$ cat config.mk
export PLATFORM = sky130hd
export DESIGN_NAME = operand_select
export DESIGN_NICKNAME = d
export VERILOG_FILES = /design/src/hw/cnn_data_pkg.sv /design/src/hw/cnn_pass_pkg.sv /design/src/hw/operand_select.sv
export SDC_FILE = /design/constraint.sdc
export NUM_CORES = 1
export LEC_CHECK = 0
export ABC_AREA = 1
export BUFFER_PORTS_ARGS = -buffer_cell sky130_fd_sc_hd__buf_2
export CAP_MARGIN = 40
export CORE_AREA = 2 2 378 380
export DETAILED_ROUTE_END_ITERATION = 12
export DIE_AREA = 0 0 380 382
export GPL_ROUTABILITY_DRIVEN = 0
export SLEW_MARGIN = 20
export SYNTH_ARGS = -nofsm -noshare
export SYNTH_HDL_FRONTEND = slang
export SYNTH_SLANG_ARGS = --single-unit
$ cat constraint.sdc
create_clock -name clk -period 0.8 [get_ports clk]
set_clock_uncertainty 0.2 [all_clocks]
set_input_delay 0.08 -clock clk [delete_from_list [all_inputs] [get_ports clk]]
set_output_delay 0.08 -clock clk [all_outputs]
set_load 0.03 [all_outputs]
$ cat src/hw/cnn_data_pkg.sv
`default_nettype none

package cnn_data_pkg;

  // lane geometry, four signed Q8.8 lanes per word
  localparam int lanes = 4;
  localparam int data_w = 16;
  localparam int word_w = lanes * data_w;
  localparam int frac_bits = 8;

  // one weight tile is a full lanes x lanes matrix
  localparam int tile_w = lanes * word_w;

  // accumulator lanes, plus headroom for bias and skip
  localparam int acc_w = 24;
  localparam int sum_w = acc_w + 2;

  // feature buffers
  localparam int addr_w = 6;
  localparam int depth = 1 << addr_w;

  // weight tiles per pass
  localparam int coef_addr_w = 3;
  localparam int coef_tiles = 1 << coef_addr_w;

  // a quarter for weights, an eighth for bias
  localparam int weight_step = 1 << (frac_bits - 2);
  localparam int bias_step = 1 << (frac_bits - 3);

  // clamp limits of a lane
  localparam logic signed [data_w-1:0] data_max = {1'b0, {(data_w - 1){1'b1}}};
  localparam logic signed [data_w-1:0] data_min = {1'b1, {(data_w - 1){1'b0}}};

endpackage

`default_nettype wire

$ cat src/hw/cnn_pass_pkg.sv
`default_nettype none

package cnn_pass_pkg;

  localparam int pass_w = 3;
  localparam int num_passes = 5;

  // layer pass currently running
  typedef enum logic [pass_w-1:0] {
    pass_0 = 3'd0,
    pass_1 = 3'd1,
    pass_2 = 3'd2,
    pass_3 = 3'd3,
    pass_4 = 3'd4
  } pass_e;

  // even passes read buffer a, odd passes read buffer b
  function automatic logic src_is_b(pass_e p);
    return p inside {pass_1, pass_3};
  endfunction

  // results always go to the buffer not being read
  function automatic logic dst_is_b(pass_e p);
    return !src_is_b(p);
  endfunction

  // skip word is added in the last pass only
  function automatic logic is_residual(pass_e p);
    return p == pass_4;
  endfunction

endpackage

`default_nettype wire

$ cat src/hw/operand_select.sv
`default_nettype none

module operand_select (
  input  wire                               clk,
  input  wire                               arst_n,
  input  wire cnn_pass_pkg::pass_e          pass,
  input  wire                               pad,
  input  wire [cnn_data_pkg::word_w-1:0]    buf_a_data,
  input  wire [cnn_data_pkg::word_w-1:0]    buf_b_data,
  input  wire [cnn_data_pkg::word_w-1:0]    skip_data,
  input  wire [cnn_data_pkg::tile_w-1:0]    weights_in,
  input  wire [cnn_data_pkg::word_w-1:0]    bias_in,
  output logic [cnn_data_pkg::word_w-1:0]   operand,
  output logic [cnn_data_pkg::tile_w-1:0]   weights,
  output logic [cnn_data_pkg::word_w-1:0]   bias,
  output logic [cnn_data_pkg::word_w-1:0]   skip
);

  import cnn_data_pkg::*;
  import cnn_pass_pkg::*;

  logic [word_w-1:0] source;

  // source buffer by pass parity, then padding
  always_comb begin
    source = src_is_b(pass) ? buf_b_data : buf_a_data;
    if (pad) begin
      source = '0;
    end
  end

  // all operands leave this stage on the same edge
  always_ff @(posedge clk or negedge arst_n) begin
    if (!arst_n) begin
      operand <= '0;
      weights <= '0;
      bias    <= '0;
      skip    <= '0;
    end else begin
      operand <= source;
      weights <= weights_in;
      bias    <= bias_in;
      skip    <= skip_data;
    end
  end

endmodule

`default_nettype wire

==> flow_summary.json <==
{
  "fill_cells": 14700,
  "p_leak_uw": 0.0144,
  "wire_per_inst_um": 17.2,
  "critPathKind": "reg -> out",
  "postPlaceCellArea_mm2": 0.0208,
  "synth_seq_area_share_pct": 88.5,
  "power_density_mw_per_mm2": 1990,
  "setup.worst_path.end_class": "output port",
  "worstHoldPathType": "in -> reg",
  "initial_core_util_pct": 8.99,
  "wl_mm": 74.0,
  "rsz0062_at_grt": "true",
  "syn_area_per_cell_um2": 15.9,
  "cts_inserted_buffers": 52,
  "yosys_warnings": 0,
  "period_needed_ns": 1.56,
  "cts_tree": "yes",
  "maxSlewViolCount": 0,
  "grt_start_max_net_pins": 40,
  "hpwl_mm": 52.1,
  "drc": 0,
  "min_period_over_period_pct": 194,
  "start_kind": "flop",
  "synth_cells": 797,
  "ir_worst_vdd_mv": 1.41,
  "cts-root-buf": "clkbuf_16",
  "clkPwrFrac_pct": 41.1,
  "clkTransAtPathRegs_ns": 0.07,
  "global_route.usage.total_pct": 9.80,
  "synth.largest_area_cell": "dfrtp_1",
  "cap_violations": 0,
  "drtAntennaViolNets": 0,
  "htreeDepth": 2,
  "cts_setup_buffers": 0,
  "syn_area_mm2": 0.0127,
  "syn-num-nets": 1315,
  "dr.pass1.iters": 4,
  "required_ns": 0.52,
  "cp_slowest_cell": "dfrtp_1",
  "die_area_mm2": 0.145,
  "worstPathArrival_ns": 1.28,
  "outcome": "finished with violations",
  "worstMarginPinSlew_ns": 0.700,
  "die_w_um": 380,
  "path_max_fanout": 1,
  "cts.sinks": 448,
  "fmax_ghz": 0.643,
  "clockBufferDepth": 3,
  "rows": 138,
  "crit_family": "flip-flops",
  "avgViaCountPerCell": 2.98,
  "seqPwrFrac_pct": 40.8,
  "violations": "negative hold slack, negative setup slack",
  "grt_overflow_total": 0,
  "io_pins": 966,
  "antenna_found_initial": 30,
  "power.switching_uw": 16700,
  "switching_share_pct": 27.7,
  "max_slew_margin_pct": 53.2,
  "hold_viol": 432,
  "area_growth_pct": 140,
  "vias": 12800,
  "drive_gt1_share_pct": 46.5,
  "critPathBufInv": 1,
  "layout_setup_ws_ns": -0.755,
  "synth-seq-cells": 448,
  "setup_viol": 878,
  "io_buffers": 964,
  "comb_power_share_pct": 18.1,
  "synthTopCellsByArea": "dfrtp_1 88%, nor2_1 3.8%, nand3_1 2.5%",
  "synth_top_area_share_pct": 88.5,
  "slowest_delay_ns": 0.45,
  "die_h_um": 382,
  "drt_iter0_markers": 426,
  "fin_area_mm2": 0.0304,
  "internal_power_uw": 43600,
  "grt_pass1_wl_mm": 104,
  "fin_nets": 2878,
  "crit_chain": "buf_6",
  "yosysUniqueCellTypes": 10,
  "holdWs_ns": -0.270,
  "grt_pass1_vias": 14700,
  "core_mm2": 0.141,
  "place_ws_ns": -0.354
}
[Yosys cell counts]
cell / number
buf_1: 6
inv_2: 3
nor2_1: 128
nand3_1: 64
nor2_4: 1
buf_2: 13
nand2_1: 64
inv_1: 64
dfrtp_1: 448
buf_6: 6
[per-layer routing]
metal  wire, um  GRT usage, %  vias to the layer above
met1      26300          10.4                     6375
li1           -             -                     5582
met3       7390          4.10                      151
met5         37             0                        -
met4       2510          3.41                        6
met2      37700          17.4                      705
[tightest hold or removal path, delay by kind of cell]
family / cells / cell delay [ns]
AND/OR/NAND/NOR: 2 / 0.11
buffers and inverters: 3 / 0.34
[final timing paths]
path                       slack [ns]  cells past startpoint          from           end
setup / recovery                -0.76                      1  weights[170]  weights[170]
hold / removal                  -0.27                      5           pad   operand[39]
max in group asynchronous       -0.32                      4        arst_n   weights[23]
min in group asynchronous        0.23                      3        arst_n  weights[125]
[cell usage in the layout, fill, tap and decap left out, drive strengths merged]
master       netlist  layout
diode              0      17
dlygate4sd3        0     512
bufinv             0       3
inv               67      73
clkbuf             0      73
clkinv             0      11
nand2             64      64
dfrtp            448     448
nor2             129     129
nand3             64      64
clkinvlp           0       2
buf               25    1022
[stage by stage]
stage | instances | total power [uW] | hold WS [ns] | util, % | TNS (ns)
3_5_place_dp | 3684 | 32100 | -0.103 | 14.8 | -24.12
2_1_floorplan | 797 | 27700 | -0.416 | - | -3.48
5_1_grt | 4298 | 62800 | -0.313 | 21.5 | -410.04
3_3_place_gp | 3684 | 32000 | -0.0959 | 14.8 | -22.78
4_1_cts | 4291 | 61100 | -0.354 | 21.5 | -404.31
6_report | 4308 | 60400 | -0.270 | 21.6 | -364.23
[cell type report]
class,instances,area [um^2],share of cell area [%]
antenna,17,42.5,0.140
clock buffer,73,1520,5.01
clock inverter,22,238,0.783
inverter,67,259,0.853
multi-input combinational,257,1050,3.46
sequential,448,11200,36.9
tap,1890,2360,7.78
timing repair buffer,1534,13700,45.1
[sequential cells by signal (all words and copies together), names as in the netlist]
register  flops
skip         64
weights     256
operand      64
bias         64
[kinds of logic (layout without fill, tap and decap cells)]
group,Yosys count,in the layout,share of synthesized area [%]
and+or+nand+nor,257,257,8.31
other,0,17,0
DFF,448,448,88.5
buffers and inverters,92,1696,3.21
[what timing repair did]
item	in CTS	in global routing
endpoints found under the hold margin	896	885
hold buffers	512	1
resized for setup	843	2
setup endpoints to repair	448	895
pin swaps	0	0
[power by group through the flow]
stage	Sequential, uW	Clock (uW)	Combinational [uW]
6_report	24700	24800	10900
5_1_grt	24700	26600	11500
4_1_cts	24600	25600	10900
3_5_place_dp	24700	0	7410
3_3_place_gp	24700	0	7340
2_1_floorplan	27100	0	602
Power figures use the tool's default switching activity.
